File: src/rtl/motion_params.svh
// Sizes are fixed for two motors and a two-slot buffer; register indices are 8-bit addresses
`ifndef MOTION_PARAMS_SVH
`define MOTION_PARAMS_SVH

// Datapath widths
`define MC_WORD_BITS 64
`define MC_DDA_BITS 64
`define MC_DURATION_BITS 32
`define MC_NUM_MOTORS 2
`define MC_BUFFER_SIZE 2
`define MC_STEP_FRAC_BITS 32  // Step fires when this accumulator bit toggles

// Command headers sit in bits 63:56 of the first word
`define MC_CMD_MOVE 8'h01
`define MC_CMD_STATUS 8'hf1
`define MC_CMD_CONFIG 8'hf2

// Config register addresses
`define MC_CFG_ENABLE 8'd0
`define MC_CFG_BRAKE 8'd1
`define MC_CFG_CLOCKS 8'd2

// Status register addresses
`define MC_STATUS_VERSION 8'd0
`define MC_STATUS_CHANNELS 8'd1

`define MC_VERSION_MAJOR 8'd0
`define MC_VERSION_MINOR 8'd2
`define MC_VERSION_PATCH 8'd1

`define MC_DEFAULT_DIVISOR 8'd32  // Tick divisor out of reset

`endif
File: src/rtl/motion_pkg.sv
// Types only; the widths come from the params header, which must be on the include path
`default_nettype none

`include "motion_params.svh"

package motion_pkg;

  // Bus word as seen by the host
  typedef logic [`MC_WORD_BITS-1:0] word_t;

  // DDA increments and accumulators are two's complement
  typedef logic signed [`MC_DDA_BITS-1:0] dda_t;

  typedef logic [`MC_DURATION_BITS-1:0] duration_t;  // Move length in ticks

  typedef logic [`MC_NUM_MOTORS-1:0] motor_mask_t;  // One bit per motor

  typedef logic [$clog2(`MC_BUFFER_SIZE)-1:0] slot_t;

  typedef logic [7:0] divisor_t;
  typedef logic [7:0] header_t;

  // Sequencer states
  typedef enum logic [1:0] {
    SEQ_IDLE,
    SEQ_LOAD,  // One tick for the axes to pick up the new increment
    SEQ_EXEC
  } seq_state_t;

endpackage

`default_nettype wire

File: src/rtl/move_buffer_if.sv
// Slot contents are muxed by moveind in the decoder, so readers see only the active move
`timescale 1ns/1ps
`default_nettype none

`include "motion_params.svh"

interface move_buffer_if;

  logic [`MC_BUFFER_SIZE-1:0] stepready;  // Toggled per slot when filled
  motion_pkg::duration_t duration;
  motion_pkg::dda_t increment [`MC_NUM_MOTORS];
  motion_pkg::dda_t acceleration [`MC_NUM_MOTORS];
  motion_pkg::motor_mask_t dir;
  motion_pkg::slot_t moveind;  // Slot under execution

  modport decoder (
    output stepready, duration, increment, acceleration, dir,
    input  moveind
  );

  modport sequencer (input stepready, duration, output moveind);

  modport axis (input increment, acceleration);

endinterface

`default_nettype wire

File: src/rtl/motion_core.sv
// Host must wait for buffer_dtr before a move and hold each word until word_received falls
`timescale 1ns/1ps
`default_nettype none

`include "motion_params.svh"

module motion_core (
  input  wire                           CLK,
  input  wire                           resetn,
  input  wire motion_pkg::word_t        word_data_received,
  input  wire                           word_received,
  output motion_pkg::word_t             word_send_data,
  output motion_pkg::motor_mask_t       step,
  output motion_pkg::motor_mask_t       dir,
  output motion_pkg::motor_mask_t       enable,
  output motion_pkg::motor_mask_t       brake,
  output logic                          buffer_dtr,
  output logic                          move_done
);

  motion_pkg::divisor_t divisor;
  motion_pkg::motor_mask_t axis_step;
  logic tick;
  logic loading_move;
  logic executing_move;

  move_buffer_if u_mv ();

  word_command_decoder u_decoder (
    .CLK                (CLK),
    .resetn             (resetn),
    .word_data_received (word_data_received),
    .word_received      (word_received),
    .word_send_data     (word_send_data),
    .enable             (enable),
    .brake              (brake),
    .divisor            (divisor),
    .dir                (dir),
    .mv                 (u_mv)
  );

  dda_sequencer u_sequencer (
    .CLK            (CLK),
    .resetn         (resetn),
    .divisor        (divisor),
    .mv             (u_mv),
    .tick           (tick),
    .loading_move   (loading_move),
    .executing_move (executing_move),
    .move_done      (move_done),
    .buffer_dtr     (buffer_dtr)
  );

  for (genvar g = 0; g < `MC_NUM_MOTORS; g++) begin : g_axis
    dda_axis #(.AXIS(g)) u_axis (
      .CLK            (CLK),
      .resetn         (resetn),
      .tick           (tick),
      .loading_move   (loading_move),
      .executing_move (executing_move),
      .mv             (u_mv),
      .step_pulse     (axis_step[g])
    );
  end

  assign step = axis_step & enable;  // Disabled motors stay quiet

endmodule

`default_nettype wire

File: src/rtl/dda_axis.sv
// Position carries over between moves; direction comes from dir, not from the sign
`timescale 1ns/1ps
`default_nettype none

`include "motion_params.svh"

module dda_axis #(
  parameter int AXIS = 0  // Motor index into the slot arrays
) (
  input  wire         CLK,
  input  wire         resetn,
  input  wire         tick,
  input  wire         loading_move,
  input  wire         executing_move,
  move_buffer_if.axis mv,
  output logic        step_pulse
);

  motion_pkg::dda_t velocity;
  motion_pkg::dda_t position;
  motion_pkg::dda_t position_next;

  assign position_next = position + velocity;

  always_ff @(posedge CLK) begin
    if (!resetn) begin
      velocity <= '0;
      position <= '0;
      step_pulse <= 1'b0;
    end else begin
      step_pulse <= 1'b0;
      if (tick && loading_move) begin
        velocity <= mv.increment[AXIS];  // Position keeps its fraction
      end else if (tick && executing_move) begin
        position <= position_next;
        velocity <= velocity + mv.acceleration[AXIS];
        // One step per crossing of the integer boundary
        step_pulse <= position_next[`MC_STEP_FRAC_BITS] ^ position[`MC_STEP_FRAC_BITS];
      end
    end
  end

endmodule

`default_nettype wire

File: src/rtl/dda_sequencer.sv
// Divisor 0 or 1 ticks every cycle; a zero-length move finishes on its load tick
`timescale 1ns/1ps
`default_nettype none

`include "motion_params.svh"

module dda_sequencer (
  input  wire                        CLK,
  input  wire                        resetn,
  input  wire motion_pkg::divisor_t  divisor,
  move_buffer_if.sequencer           mv,
  output logic                       tick,
  output logic                       loading_move,
  output logic                       executing_move,
  output logic                       move_done,
  output logic                       buffer_dtr
);

  motion_pkg::divisor_t tick_cnt;
  motion_pkg::seq_state_t state;
  motion_pkg::duration_t ticks_left;
  logic [`MC_BUFFER_SIZE-1:0] consumed;  // Matches stepready once a slot has run
  logic move_pending;
  logic finish;

  assign move_pending = mv.stepready[mv.moveind] != consumed[mv.moveind];
  assign buffer_dtr = |(~(mv.stepready ^ consumed));  // Any slot free
  assign loading_move = (state == motion_pkg::SEQ_LOAD);
  assign executing_move = (state == motion_pkg::SEQ_EXEC);
  assign finish = tick && ((loading_move && mv.duration == '0) ||
                           (executing_move && ticks_left == 32'd1));

  // Tick divider
  always_ff @(posedge CLK) begin
    if (!resetn) begin
      tick_cnt <= '0;
      tick <= 1'b0;
    end else if (divisor <= 8'd1 || tick_cnt >= divisor - 8'd1) begin
      tick_cnt <= '0;
      tick <= 1'b1;
    end else begin
      tick_cnt <= tick_cnt + 8'd1;
      tick <= 1'b0;
    end
  end

  always_ff @(posedge CLK) begin
    if (!resetn) begin
      state <= motion_pkg::SEQ_IDLE;
      ticks_left <= '0;
      consumed <= '0;
      mv.moveind <= '0;
      move_done <= 1'b0;
    end else begin
      move_done <= finish;
      if (finish) begin
        state <= motion_pkg::SEQ_IDLE;
        consumed[mv.moveind] <= ~consumed[mv.moveind];
        mv.moveind <= mv.moveind + 1'b1;
      end else begin
        case (state)
          motion_pkg::SEQ_IDLE: if (move_pending) state <= motion_pkg::SEQ_LOAD;
          motion_pkg::SEQ_LOAD: begin
            if (tick) begin
              state <= motion_pkg::SEQ_EXEC;
              ticks_left <= mv.duration;
            end
          end
          motion_pkg::SEQ_EXEC: if (tick) ticks_left <= ticks_left - 32'd1;
          default: state <= motion_pkg::SEQ_IDLE;
        endcase
      end
    end
  end

endmodule

`default_nettype wire

File: src/rtl/word_command_decoder.sv
// Config access always takes two words and the header word answers the old value
`timescale 1ns/1ps
`default_nettype none

`include "motion_params.svh"

module word_command_decoder (
  input  wire                           CLK,
  input  wire                           resetn,
  input  wire motion_pkg::word_t        word_data_received,
  input  wire                           word_received,
  output motion_pkg::word_t             word_send_data,
  output motion_pkg::motor_mask_t       enable,
  output motion_pkg::motor_mask_t       brake,
  output motion_pkg::divisor_t          divisor,
  output motion_pkg::motor_mask_t       dir,
  move_buffer_if.decoder                mv
);

  localparam int unsigned MOVE_WORDS = 1 + 2 * `MC_NUM_MOTORS;  // Duration, then inc/acc pairs

  logic wr_sync;
  logic wr_prev;
  logic word_rising;
  motion_pkg::header_t msg_header;  // Nonzero while a multi-word message is open
  logic [2:0] word_count;
  logic [7:0] cfg_addr;
  motion_pkg::slot_t write_ind;
  logic [`MC_BUFFER_SIZE-1:0] stepready_r;

  // Move buffer storage
  motion_pkg::duration_t duration_r [`MC_BUFFER_SIZE];
  motion_pkg::dda_t increment_r [`MC_BUFFER_SIZE][`MC_NUM_MOTORS];
  motion_pkg::dda_t accel_r [`MC_BUFFER_SIZE][`MC_NUM_MOTORS];
  motion_pkg::motor_mask_t dir_r [`MC_BUFFER_SIZE];

  motion_pkg::header_t rx_header;
  motion_pkg::word_t status_word;
  motion_pkg::word_t config_word;

  assign rx_header = word_data_received[`MC_WORD_BITS-1 -: 8];
  assign word_rising = wr_sync & ~wr_prev;  // Lands the answer on the second edge

  // Status registers are constants
  always_comb begin
    status_word = '0;
    case (word_data_received[7:0])
      `MC_STATUS_VERSION:
        status_word[23:0] = {`MC_VERSION_MAJOR, `MC_VERSION_MINOR, `MC_VERSION_PATCH};
      `MC_STATUS_CHANNELS: status_word[7:0] = 8'(`MC_NUM_MOTORS);
      default: ;
    endcase
  end

  always_comb begin
    config_word = '0;
    case (word_data_received[7:0])
      `MC_CFG_ENABLE: config_word[`MC_NUM_MOTORS-1:0] = enable;
      `MC_CFG_BRAKE:  config_word[`MC_NUM_MOTORS-1:0] = brake;
      `MC_CFG_CLOCKS: config_word[7:0] = divisor;
      default: ;
    endcase
  end

  // Present the slot picked by the sequencer
  always_comb begin
    mv.duration = duration_r[mv.moveind];
    mv.dir = dir_r[mv.moveind];
    for (int m = 0; m < `MC_NUM_MOTORS; m++) begin
      mv.increment[m] = increment_r[mv.moveind][m];
      mv.acceleration[m] = accel_r[mv.moveind][m];
    end
  end

  assign mv.stepready = stepready_r;
  assign dir = mv.dir;

  always_ff @(posedge CLK) begin
    if (!resetn) begin
      wr_sync <= 1'b0;
      wr_prev <= 1'b0;
      msg_header <= '0;
      word_count <= '0;
      write_ind <= '0;
      stepready_r <= '0;
      word_send_data <= '0;
      enable <= '0;
      brake <= '0;
      divisor <= `MC_DEFAULT_DIVISOR;
    end else begin
      wr_sync <= word_received;
      wr_prev <= wr_sync;
      if (word_rising) begin
        word_send_data <= '0;  // Default answer
        if (msg_header == '0) begin
          word_count <= 3'd1;
          case (rx_header)
            `MC_CMD_MOVE: msg_header <= rx_header;
            `MC_CMD_CONFIG: begin
              msg_header <= rx_header;
              word_send_data <= config_word;
            end
            `MC_CMD_STATUS: word_send_data <= status_word;
            default: ;
          endcase
        end else if (msg_header == `MC_CMD_CONFIG) begin
          msg_header <= '0;
          word_count <= '0;
          case (cfg_addr)
            `MC_CFG_ENABLE: enable <= word_data_received[`MC_NUM_MOTORS-1:0];
            `MC_CFG_BRAKE:  brake <= word_data_received[`MC_NUM_MOTORS-1:0];
            `MC_CFG_CLOCKS: divisor <= word_data_received[7:0];
            default: ;
          endcase
        end else if (word_count == 3'(MOVE_WORDS)) begin
          // Last move word hands the slot over
          msg_header <= '0;
          word_count <= '0;
          write_ind <= write_ind + 1'b1;
          stepready_r[write_ind] <= ~stepready_r[write_ind];
        end else begin
          word_count <= word_count + 3'd1;
        end
      end
    end
  end

  // Payload capture
  always_ff @(posedge CLK) begin
    if (word_rising && msg_header == '0) begin
      cfg_addr <= word_data_received[7:0];
      if (rx_header == `MC_CMD_MOVE)
        dir_r[write_ind] <= word_data_received[`MC_NUM_MOTORS-1:0];
    end
    if (word_rising && msg_header == `MC_CMD_MOVE) begin
      if (word_count == 3'd1)
        duration_r[write_ind] <= word_data_received[`MC_DURATION_BITS-1:0];
      for (int m = 0; m < `MC_NUM_MOTORS; m++) begin
        if (word_count == 3'(2 + 2 * m))
          increment_r[write_ind][m] <= word_data_received;
        if (word_count == 3'(3 + 2 * m))
          accel_r[write_ind][m] <= word_data_received;
      end
    end
  end

endmodule

`default_nettype wire

File: config.mk
export PLATFORM = sky130hd
export DESIGN_NAME = motion_core
export DESIGN_NICKNAME = d
export VERILOG_FILES = /design/src/rtl/motion_pkg.sv /design/src/rtl/move_buffer_if.sv /design/src/rtl/motion_core.sv /design/src/rtl/dda_axis.sv /design/src/rtl/dda_sequencer.sv /design/src/rtl/word_command_decoder.sv
export VERILOG_INCLUDE_DIRS = /design/src /design/src/rtl
export SDC_FILE = /design/constraint.sdc
export NUM_CORES = 1
export LEC_CHECK = 0
export BUFFER_PORTS_ARGS = -buffer_cell sky130_fd_sc_hd__buf_2
export CAP_MARGIN = 15
export CORE_MARGIN = 2
export CORE_UTILIZATION = 59
export CTS_BUF_LIST = sky130_fd_sc_hd__clkbuf_2
export CTS_CLUSTER_SIZE = 25
export DETAILED_ROUTE_END_ITERATION = 10
export GPL_TIMING_DRIVEN = 0
export PLACE_DENSITY_LB_ADDON = 0.05
export SLEW_MARGIN = 20
export SYNTH_ARGS = -nofsm -noshare
export SYNTH_HDL_FRONTEND = slang
export SYNTH_HIERARCHICAL = 1
export SYNTH_SLANG_ARGS = --single-unit
File: constraint.sdc
create_clock -name CLK -period 4.3 [get_ports CLK]
set_input_delay 1.29 -clock CLK [delete_from_list [all_inputs] [get_ports CLK]]
set_output_delay 1.29 -clock CLK [all_outputs]
set_load 0.02 [all_outputs]
# --- Word level (Yosys, flattened, before mapping) ---
# Memory sizes are Yosys's and may differ from the RTL's. A register that Yosys moved wholly into a read port is not among the register bits.
# Index checks and enable logic that the tools add are counted.
totals:
  mem_bits_rw: 580
  input_bits: 67
  n_memories: 4
  out_inout_bits: 74
  regBits: 405
  elab_cells: 176
mem_list:
  columns: ["memory", "words", "word_bits", "read_ports", "rd_clocked_by_memory_dff", "write_ports", "line_no", "text"]
  rows:
  - ["u_decoder.accel_r", 2, 128, 1, 1, 1, "word_command_decoder.sv:34", "motion_pkg::dda_t accel_r [`MC_BUFFER_SIZE][`MC_NUM_MOTORS];"]
  - ["u_decoder.increment_r", 2, 128, 1, 1, 1, "word_command_decoder.sv:33", "motion_pkg::dda_t increment_r [`MC_BUFFER_SIZE][`MC_NUM_MOTORS];"]
  - ["u_decoder.duration_r", 2, 32, 1, 1, 1, "word_command_decoder.sv:32", "motion_pkg::duration_t duration_r [`MC_BUFFER_SIZE];"]
  - ["u_decoder.dir_r", 2, 2, 1, 1, 1, "word_command_decoder.sv:35", "motion_pkg::motor_mask_t dir_r [`MC_BUFFER_SIZE];"]
op_classes:
  eq_ne: 22
  reduce_logical: 32
  bitwise: 16
  addsub: 10
  n_mux: 62
  order_cmp: 6
ops:
  columns: ["cell", "count"]
  rows:
  - ["$mux W64", 5]
  - ["$add A64 B64 Y64", 4]
  - ["$mux W32", 2]
  - ["$pmux W32 S2", 1]
  - ["$mux W1", 35]
  - ["$eq A32 B1 Y1 const B", 1]
  - ["$eq A8 B1 Y1 const B", 4]
  - ["$logic_not A32 Y1", 1]
  - ["$mux W8", 4]
  - ["$sub A32 B1 Y32 const B", 1]
  - ["$eq A8 B8 Y1 const B", 3]
  - ["$logic_not A8 Y1", 3]
  - ["$pmux W10 S2", 1]
  - ["$reduce_and A4 Y1", 5]
  - ["$eq A8 B2 Y1 const B", 2]
  - ["$pmux W2 S3", 2]
  - ["$not A1 Y1", 10]
  - ["$logic_and A1 B1 Y1", 9]
  - ["$mux W3", 3]
  - ["$add A8 B1 Y8 const B", 1]
  - ["$ge A8 B8 Y1", 1]
  - ["$le A8 B1 Y1 const B", 1]
  - ["$reduce_or A2 Y1", 4]
  - ["$sub A8 B1 Y8 const B", 1]
  - ["other kinds (29)", 44]

# --- Longest topological paths before layout ---
# Gate-level depths: netlist of the first run.
logic_depth:
  ltp_word: 6
  depth_mapped: 16
  ltp_nobuf: 13

# --- Cells and area by module ---
# Netlist of the first run, hierarchy kept.
modules_own_cells:
  columns: ["module", "seq_area_each_um2", "cells_per_inst", "instances", "area_per_inst_um2"]
  rows:
  - ["word_command_decoder", 18397.6, 1182, 1, 23356.2]
  - ["dda_axis at g_axis[1].u_axis", 1321.3, 690, 1, 5756.8]
  - ["dda_axis at g_axis[0].u_axis", 1321.3, 692, 1, 5497.8]
  - ["dda_sequencer", 940.9, 421, 1, 3198.1]
  - ["motion_core", 0.0, 2, 1, 12.5]

# --- Worst setup path after synthesis of the first run ---
# Ideal clock, no wire load.
synth_timing:
  path_kind: "reg2reg"
  startpoint: "register u_decoder.msg_header[7]"
  endpoint: "memory u_decoder/accel_r[0][0] (netlist name), enable pin"
  setup_slack_ns: -0.184
  path_stages_with_launch: 5
  arrival_time_ns: 3.997
  path_cell_list: "dfxtp_1 or4_4 nor4_2 nand4b_1 nor2_1"
synth_between:
  elab_chain_len: 4
synth_lines:
  columns: ["item", "line_no", "text"]
  rows:
  - ["start, declared", "word_command_decoder.sv:25", "motion_pkg::header_t msg_header;"]
  - ["start signal, assigned", "word_command_decoder.sv:98", "`MC_CMD_MOVE: msg_header <= rx_header;"]
  - ["start signal, assigned", "word_command_decoder.sv:100", "msg_header <= rx_header;"]
  - ["$eq A8 B1 Y1 (no line)", null, null]
  - ["$logic_and A1 B1 Y1 (no line)", null, null]
  - ["$mux W1", "word_command_decoder.sv:135", "if (word_rising && msg_header == `MC_CMD_MOVE) begin"]
  - ["$mux W1 (not written as such)", "word_command_decoder.sv:142", "accel_r[write_ind][m] <= word_data_received;"]
  - ["end, declared", "word_command_decoder.sv:34", null]
# No other way between the ends.

==> impl_metrics.toml, run 1 <==
[placed_design]
dp.cells = 3356
io_buffers = 62
dp_hpwl_um = 55900
dp_slack_ns = -0.588
gp_congestion = 0.928

[power]
p_sw_w = 0.00332
power.total_w = 0.0111
ir_drop_uv = 257
combPwrFrac_pct = 12.9
p_leak_nw = 12.6
p_int_w = 0.00778
power_frac_seq_pct = 52.0
clkPwrFrac_pct = 35.1
swShare_pct = 29.9
p_per_area_nw_per_um2 = 347

[route]
drc = 0
routedWlPerCell_um = 21.3
drtPass1Iterations = 9
drt_wl_total_um = 77300
drtIter0Drc = 1590
final_antenna_net_count = 0
via_per_inst = 6.06
num_vias = 22000

[cts]
cts.htree.levels = 4
clock_path_buffers = 3
cts-root-buf = "clkbuf_2"
clkTransAtPathRegs_ns = 0.09
clock_latency_ns = 1.37
tritoncts_num_sinks = 556
holdBufCountCts = 0
cts_buffers = 145
cts_tree = "built"

[timing]
tightestPinTransition_ns = 0.939
hold_ws_ns = 0.181
clock.fmax_mhz = 244
hold_violations = 0
setup_viol = 0
final.setup_skew_ns = 0.0802
slew_headroom_pct = 37.4
drv_slew = 0
worst_slack_ns = 0.201
min_period_ns = 4.10
min_period_over_period_pct = 95.3

[grt]
grt_pass1_wl_um = 118000
grtUsageTotal_pct = 30.5
grt_pass1_vias = 21400
grt_max_degree = 27
globalRouteOverflowTotal = 0
antenna_found_initial = 2

[critical_path]
cp-end-kind = "flop"
required_ns = 5.50
ff2ff_setup_slack_ns = 0.20
startpoint_type = "flop"
path_class = "flop to flop"
worst-r2r-cell-count = 16
crit_fanout = 10
arrival_ns = 5.30

[cells_and_area]
layout_commonest_cell = "edfxtp_1"
post-route-util_pct = 65.8
layout_common_cells = "edfxtp_1, dfxtp_1, clkbuf_2"
final_cells = 3629
drive_above_1_share_pct = 21.4
synthToLayoutAreaGrowth_pct = 10.7
fin_nets = 3098

[floorplanning]
io_pins = 141
die-area_um2 = 50800
die_h_um = 225
die_w_um = 225
start_util_pct = 59.5
core_area_um2 = 48600
rows = 81

[hold_path]
min_path_cells = 2
min_path_type = "primary input to flop"

[run]
maxCapViolCount = 0

[logic_synthesis]
ys_warn_count = 6
syn-instance-count = 2608
synth_area_um2 = 28900
avgSynthCellArea_um2 = 11.1

[status]
outcome = "finished clean"
-- final cells by class --
type	instances	area, um^2
Multi-Input combinational cell	1871	13600
Tap cell	622	778
Antenna cell	6	15.0
Timing Repair Buffer	73	541
Sequential cell	556	14500
Fill cell	3965	16600
Clock inverter	55	370
Clock buffer	211	1060
Inverter	59	221
Buffer	176	960
-- power by group through the flow --
| stage | logic, W | registers (W) | clock network, W |
|---|---|---|---|
| final | 0.00144 | 0.00577 | 0.00390 |
| after global routing | 0.00156 | 0.00578 | 0.00427 |
| after CTS | 0.00140 | 0.00577 | 0.00401 |
| after detailed placement | 0.00139 | 0.00589 | 0 |
| after global placement | 0.00137 | 0.00588 | 0 |
| after floorplan | 0.000984 | 0.00587 | 0 |
-- layer usage --
| metal | wire length [um] | global-route usage, % | up-vias | share of wire (%) |
|---|---|---|---|---|
| met5 | 0 | 0 | - | 0 |
| met4 | 2730 | 13.4 | 0 | 3.5 |
| met3 | 4730 | 6.00 | 163 | 6.1 |
| met2 | 37000 | 50.2 | 748 | 48 |
| met1 | 32800 | 39.2 | 10600 | 43 |
| li1 | - | - | 10400 | - |
-- through the flow --
stage	cell area, um^2	setup TNS, ns
global route	32000	-0.0159
detailed placement	30500	-10.58
floorplan	29100	0
CTS	32000	0
finish	32000	0
global placement	30200	-21.38
-- worst paths after layout --
check	from	to
worst min-delay path	word_received	u_decoder/wr_sync
worst max-delay path	u_sequencer/mv.moveind	g_axis[1].u_axis/velocity[26]
worst max register to register	u_sequencer/mv.moveind	g_axis[1].u_axis/velocity[26]
worst min register to register	g_axis[0].u_axis/position[20]	g_axis[0].u_axis/position[20]
-- state kept, by name, summed over array words and instances (netlist names), 3 cells and up --
| register | flops |
|---|---|
| g_axis.u_axis/position | 64 |
| g_axis.u_axis/velocity | 66 |
| u_decoder/accel_r | 132 |
| u_decoder/cfg_addr | 8 |
| u_decoder/dir_r | 4 |
| u_decoder/divisor | 8 |
| u_decoder/duration_r | 64 |
| u_decoder/increment_r | 132 |
| u_decoder/msg_header | 8 |
| u_decoder/word_count | 3 |
| u_decoder/word_send_data | 9 |
| u_sequencer/tick_cnt | 8 |
| u_sequencer/ticks_left | 32 |
-- critical path, stage by stage (launching register included) --
cell,delay (ns)
dfxtp_2,0.39
clkbuf_8,0.20
buf_6,0.17
buf_2,0.18
mux2_2,0.36
ha_1,0.23
fa_1,0.41
a21o_1,0.21
and4_4,0.19
nor3_2,0.24
o21ai_2,0.15
a2111oi_4,0.34
o31a_1,0.26
o21ai_2,0.14
a41oi_2,0.22
xnor2_1,0.18
o21ai_1,0.08
-- repair_timing --
item                                    4_1_cts  5_1_grt
cloned                                        0        0
endpoints found under the setup margin       53       15
resized for setup                             9        8
pin swaps                                     0        2
setup buffers                                 0        1
(Power assumes the default switching activity.)
==> run 2, diff against run 1 <==
CELL_PAD_IN_SITES_DETAIL_PLACEMENT = 1   (was default)
CELL_PAD_IN_SITES_GLOBAL_PLACEMENT = 1   (was default)
CORE_UTILIZATION = 49   (was 59)
==> run 2 against run 1 <==
Net effect:
- hold slack improved by 0.021 ns
- largest power group unchanged
- global-route usage decreased by 1.3 points
- critical endpoint is now g_axis[1].u_axis/velocity[30]
- final cell count is 4.1% higher
- design area is 0.46% higher
==> impl_metrics.toml, run 2 (synthesis gave the netlist of run 1 again) <==
[power]
p_per_area_nw_per_um2 = 346
p_leak_nw = 12.6
ir_drop_uv = 269
power.total_w = 0.0111

[timing]
drv_slew = 0
hold_violations = 0
setup_viol = 0
final.setup_skew_ns = 0.121
slew_headroom_pct = 34.2
setup_tns_ns = 0
tightestPinTransition_ns = 0.977
hold_ws_ns = 0.202
min_period_ns = 4.14
worst_slack_ns = 0.162
clock.fmax_mhz = 242
min_period_over_period_pct = 96.2

[route]
drtIter0Drc = 1533
num_vias = 22300
drtPass1Iterations = 9
routedWlPerCell_um = 23.2
drt_wl_total_um = 87500
via_per_inst = 5.89
drc = 0
final_antenna_net_count = 0

[critical_path]
startpoint_type = "flop"
cp-end-kind = "flop"
worst-r2r-cell-count = 16
cp.depth = 16
cp_common_cell = "o21ai_2"
crit_buf_inv = 3
arrival_ns = 5.32
slowest_delay_ns = 0.42
crit_chain = "clkbuf_8 -> buf_4 -> buf_2 -> mux2_2 -> ha_1 -> fa_1 -> a21o_1 -> and4_4 -> nor3_2 -> o21ai_2 -> a2111oi_4 -> o31a_1 -> o21ai_2 -> a31o_2 -> xnor2_1 -> o21ai_1"
crit_fanout = 10
crit_family = "compound AO/OA/AOI/OAI gates"
timing.rr.start = "u_sequencer/mv.moveind"
ff2ff_setup_slack_ns = 0.16
r2r_end = "g_axis[1].u_axis/velocity[30]"
path_class = "flop to flop"
required_ns = 5.49
cp_slowest_cell = "fa_1"

[hold_path]
hp-start = "word_received"
holdPathEnd = "u_decoder/wr_sync"
min_path_type = "primary input to flop"
min_path_cells = 2

[floorplanning]
core_area_um2 = 58700
die-area_um2 = 61000
io_pins = 141
die_h_um = 247
rows = 89
die_w_um = 247
start_util_pct = 49.3

[cells_and_area]
reg.largest.list = "u_decoder/accel_r (132), u_decoder/increment_r (132), g_axis.u_axis/velocity (66)"
regArea_um2 = 14500
synthToLayoutAreaGrowth_pct = 11.2
multi_input_area_um2 = 13600
layout_common_cells = "edfxtp_1, clkbuf_2, dfxtp_1"
fin_nets = 3101
layout_commonest_cell = "edfxtp_1"
final_cells = 3779
drive_above_1_share_pct = 21.5
nFillCells = 6451

[cts]
clkTransAtPathRegs_ns = 0.11
clock_latency_ns = 1.36
cts_buffers = 147
tritoncts_num_sinks = 556
cts-root-buf = "clkbuf_2"
clock_path_buffers = 3
cts_tree = "built"
cts.htree.levels = 4

[placed_design]
gp_congestion = 0.897
dp_hpwl_um = 64500
dp_slack_ns = -0.587
dp.cells = 3508
io_buffers = 62

[run]
maxCapViolCount = 0

[status]
outcome = "finished clean"

[grt]
gr-usage-met2_pct = 50.4
busiest_layer = "met2"
grt_pass1_vias = 23800
grt_pass1_wl_um = 136000
antenna_found_initial = 5
globalRouteOverflowTotal = 0
grtUsageMet3_pct = 4.93
grtUsageTotal_pct = 29.2
gr-usage-met1_pct = 36.7
grt_max_degree = 26
run 2: changes by cell type in the layout (fill, tap and decap cells not counted), moves of 2 or more:
cell        change
buf_16          -2
buf_12          +2
clkinv_2        -4
clkinv_1        -9
clkinvlp_4      +2
clkbuf_2        +9
diode_2         +4
buf_4           +2
inv_6           -2
run 2: repair_timing:
action,in CTS,in global routing
setup buffers,0,1
endpoints found under the setup margin,55,13
pin swaps,0,1
hold buffers,0,0
gates resized for setup,9,8
cloned,0,0
run 2: where the power goes:
group | internal (W) | switching, W
clock | 0.00160 | 0.00227
sequential | 0.00571 | 0.0000637
combinational | 0.000433 | 0.00105
run 2: cell type report:
| class | instances | share of cell area [%] |
|---|---|---|
| inverters | 59 | 0.688 |
| diodes | 10 | 0.0778 |
| clock buffers | 219 | 3.41 |
| clock inverters | 41 | 0.898 |
| multi-input cells | 1871 | 42.1 |
| well taps | 773 | 3.01 |
| flip-flops and latches | 556 | 45.2 |
| plain buffers | 176 | 2.97 |
| repair buffers | 74 | 1.66 |
run 2: worst max path at each step:
stage | start | slack, ns | to
final | u_sequencer/mv.moveind | 0.16 | g_axis[1].u_axis/velocity[30]
after global routing | u_sequencer/mv.moveind | -0.01 | g_axis[1].u_axis/velocity[22]
after CTS | u_sequencer/mv.moveind | 0.05 | g_axis[1].u_axis/velocity[30]
after detailed placement | u_sequencer/mv.moveind | -0.59 | g_axis[1].u_axis/velocity[28]
after global placement | u_sequencer/mv.moveind | -0.58 | g_axis[1].u_axis/velocity[30]
after floorplan | u_sequencer/mv.moveind | 0.54 | g_axis[1].u_axis/velocity[30]
run 2: per-stage QoR:
stage	cell area, um^2	utilization, %
after floorplan	29100	-
after global placement	30400	51.8
after detailed placement	30700	52.3
after CTS	32100	54.7
after global routing	32200	54.8
final	32200	54.8
run 2: per-layer routing:
metal | share of wire (%) | vias up | wire length [um]
li1 | - | 10400 | -
met4 | 2.9 | 0 | 2540
met1 | 43 | 11200 | 37800
met5 | 0 | - | 0
met3 | 4.0 | 156 | 3520
met2 | 50 | 519 | 43600
==> run 3, diff against run 2 <==
ABC_AREA = 1   (was default)
CORE_UTILIZATION = 45   (was 49)
CTS_BUF_LIST = sky130_fd_sc_hd__clkbuf_16   (was sky130_fd_sc_hd__clkbuf_2)
==> run 3 against run 2 <==
Net effect:
- area after synthesis increased by 14%
- clock-buffer cell count is 156 lower
- power grew 13%
- non-clock buffer count is 31 lower
- critical endpoint is now dir[1]
- highest routed layer is now met5
==> impl_metrics.toml, run 3 <==
[timing]
min_period_ns = 3.62
clock.fmax_mhz = 276
setup_viol = 0
setup_tns_ns = 0
final.setup_skew_ns = 0.0363
drv_slew = 0
slew_headroom_pct = 37.1
rsz0062_at_grt = "no"
hold_violations = 0
tightestPinTransition_ns = 0.944
min_period_over_period_pct = 84.2

[cts]
clkTransAtPathRegs_ns = 0.06
cts-root-buf = "clkbuf_16"
post-cts-setup-buffers = 0
clock_latency_ns = 0.65
cts_buffers = 61
cts.htree.levels = 2
cts.repair.resized = 0
holdBufCountCts = 0
tritoncts_num_sinks = 556
clock_path_buffers = 3
cts_tree = "built"

[logic_synthesis]
syn-instance-count = 4174
synth_area_um2 = 32900
avgSynthCellArea_um2 = 7.89
ys_warn_count = 6

[cells_and_area]
layout_commonest_cell = "nand2_1"
reg.largest.list = "u_decoder/accel_r (132), u_decoder/increment_r (132), g_axis.u_axis/velocity (66)"
drive_above_1_share_pct = 13.9
fin_nets = 4579
final_area_um2 = 37100
post-route-util_pct = 51.0
nFillCells = 9035
synthToLayoutAreaGrowth_pct = 12.5
layout_common_cells = "nand2_1, inv_1, nor2_1"

[critical_path]
crit_chain = "buf_2 -> buf_2 -> mux2_2 -> buf_2"
arrival_ns = 2.33
timing.rr.start = "u_sequencer/mv.moveind"
r2r_end = "g_axis[1].u_axis/velocity[28]"
cp_slowest_cell = "dfxtp_1"
worst-r2r-cell-count = 16
ff2ff_setup_slack_ns = 0.69
path_class = "flop to output port"
required_ns = 3.01
cp-end-kind = "output port"
crit_fanout = 8
startpoint_type = "flop"
slowest_delay_ns = 0.42
cp_common_cell = "buf_2"

[floorplanning]
die_h_um = 275
io_pins = 141
rows = 99
die-area_um2 = 75400
start_util_pct = 45.3
die_w_um = 275
core_area_um2 = 72700

[route]
drtPass1Iterations = 5
drt_wl_total_um = 104000
num_vias = 27400
drtIter0Drc = 1364
via_per_inst = 5.09
routedWlPerCell_um = 19.4
final_antenna_net_count = 0
drc = 0

[grt]
grt_max_degree = 25
globalRouteOverflowTotal = 0
grt_pass1_vias = 28100
grt_pass1_wl_um = 161000
antenna_found_initial = 6
grtUsageTotal_pct = 27.9

[power]
ir_drop_uv = 357
p_per_area_nw_per_um2 = 339
p_leak_nw = 17.5

[placed_design]
io_buffers = 62
dp_hpwl_um = 80700
placed_area_um2 = 34900
gp_congestion = 0.907

[run]
maxCapViolCount = 0

[status]
outcome = "finished clean"

[hold_path]
hp-start = "u_decoder/wr_sync"
holdPathEnd = "u_decoder/wr_prev"
min_path_type = "flop to flop"
min_path_cells = 2
==> run 3: per-stage QoR <==
stage	setup WS (ns)	hold slack [ns]	power, W	std cells
detailed placement	0.606	0.426	0.00716	5259
global placement	0.154	0.422	0.00712	5249
floorplan	1.40	0.407	0.00678	4228
finish	0.680	0.433	0.0126	5377
global route	0.488	0.466	0.0130	5375
CTS	0.652	0.435	0.0127	5375
==> run 3: worst max-delay path by stage <==
stage                                 startpoint                       endpoint  slack (ns)  depth (start not counted)
after global placement         u_decoder/wr_sync       u_decoder/accel_r[0][29]        0.15                          7
after global routing      u_sequencer/mv.moveind  g_axis[1].u_axis/velocity[28]        0.49                         16
after detailed placement                  resetn    g_axis[1].u_axis/step_pulse        0.61                          6
after floorplan                u_decoder/wr_sync   u_decoder/increment_r[0][64]        1.40                          7
after CTS                 u_sequencer/mv.moveind                         dir[1]        0.65                          4
final                     u_sequencer/mv.moveind                         dir[1]        0.68                          4
==> run 3: power by group <==
part / internal (W) / switching [W] / total (W)
logic: 0.000394 / 0.000886 / 0.00128
clock network: 0.00317 / 0.00233 / 0.00551
registers: 0.00571 / 0.0000562 / 0.00577
total: 0.00928 / 0.00328 / 0.0126
==> run 3: layout make-up <==
class                           count  area [um^2]  share of cell area [%]
Multi-Input combinational cell   2936        15600                    42.1
Sequential cell                   556        14500                    39.2
Inverter                          589         2220                    5.98
Clock buffer                       63         1580                    4.25
Tap cell                          959         1200                    3.24
Buffer                            147          861                    2.32
Clock inverter                     53          544                    1.47
Timing Repair Buffer               72          526                    1.42
Antenna cell                        2         5.00                  0.0135
==> run 3: worst max-delay path, delay by kind of cell, from the launching register on <==
kind                   cells  cell delay, ns
buffers and inverters      3            0.88
flip-flops                 1            0.42
multiplexers               1            0.38
==> run 3: metal layers <==
| layer | vias up | wire length [um] | track usage (%) |
|---|---|---|---|
| met5 | - | 52 | 0 |
| met4 | 8 | 4230 | 10.4 |
| met3 | 167 | 3760 | 3.13 |
| met2 | 430 | 50700 | 49.0 |
| met1 | 13100 | 45700 | 35.2 |
| li1 | 13700 | - | - |
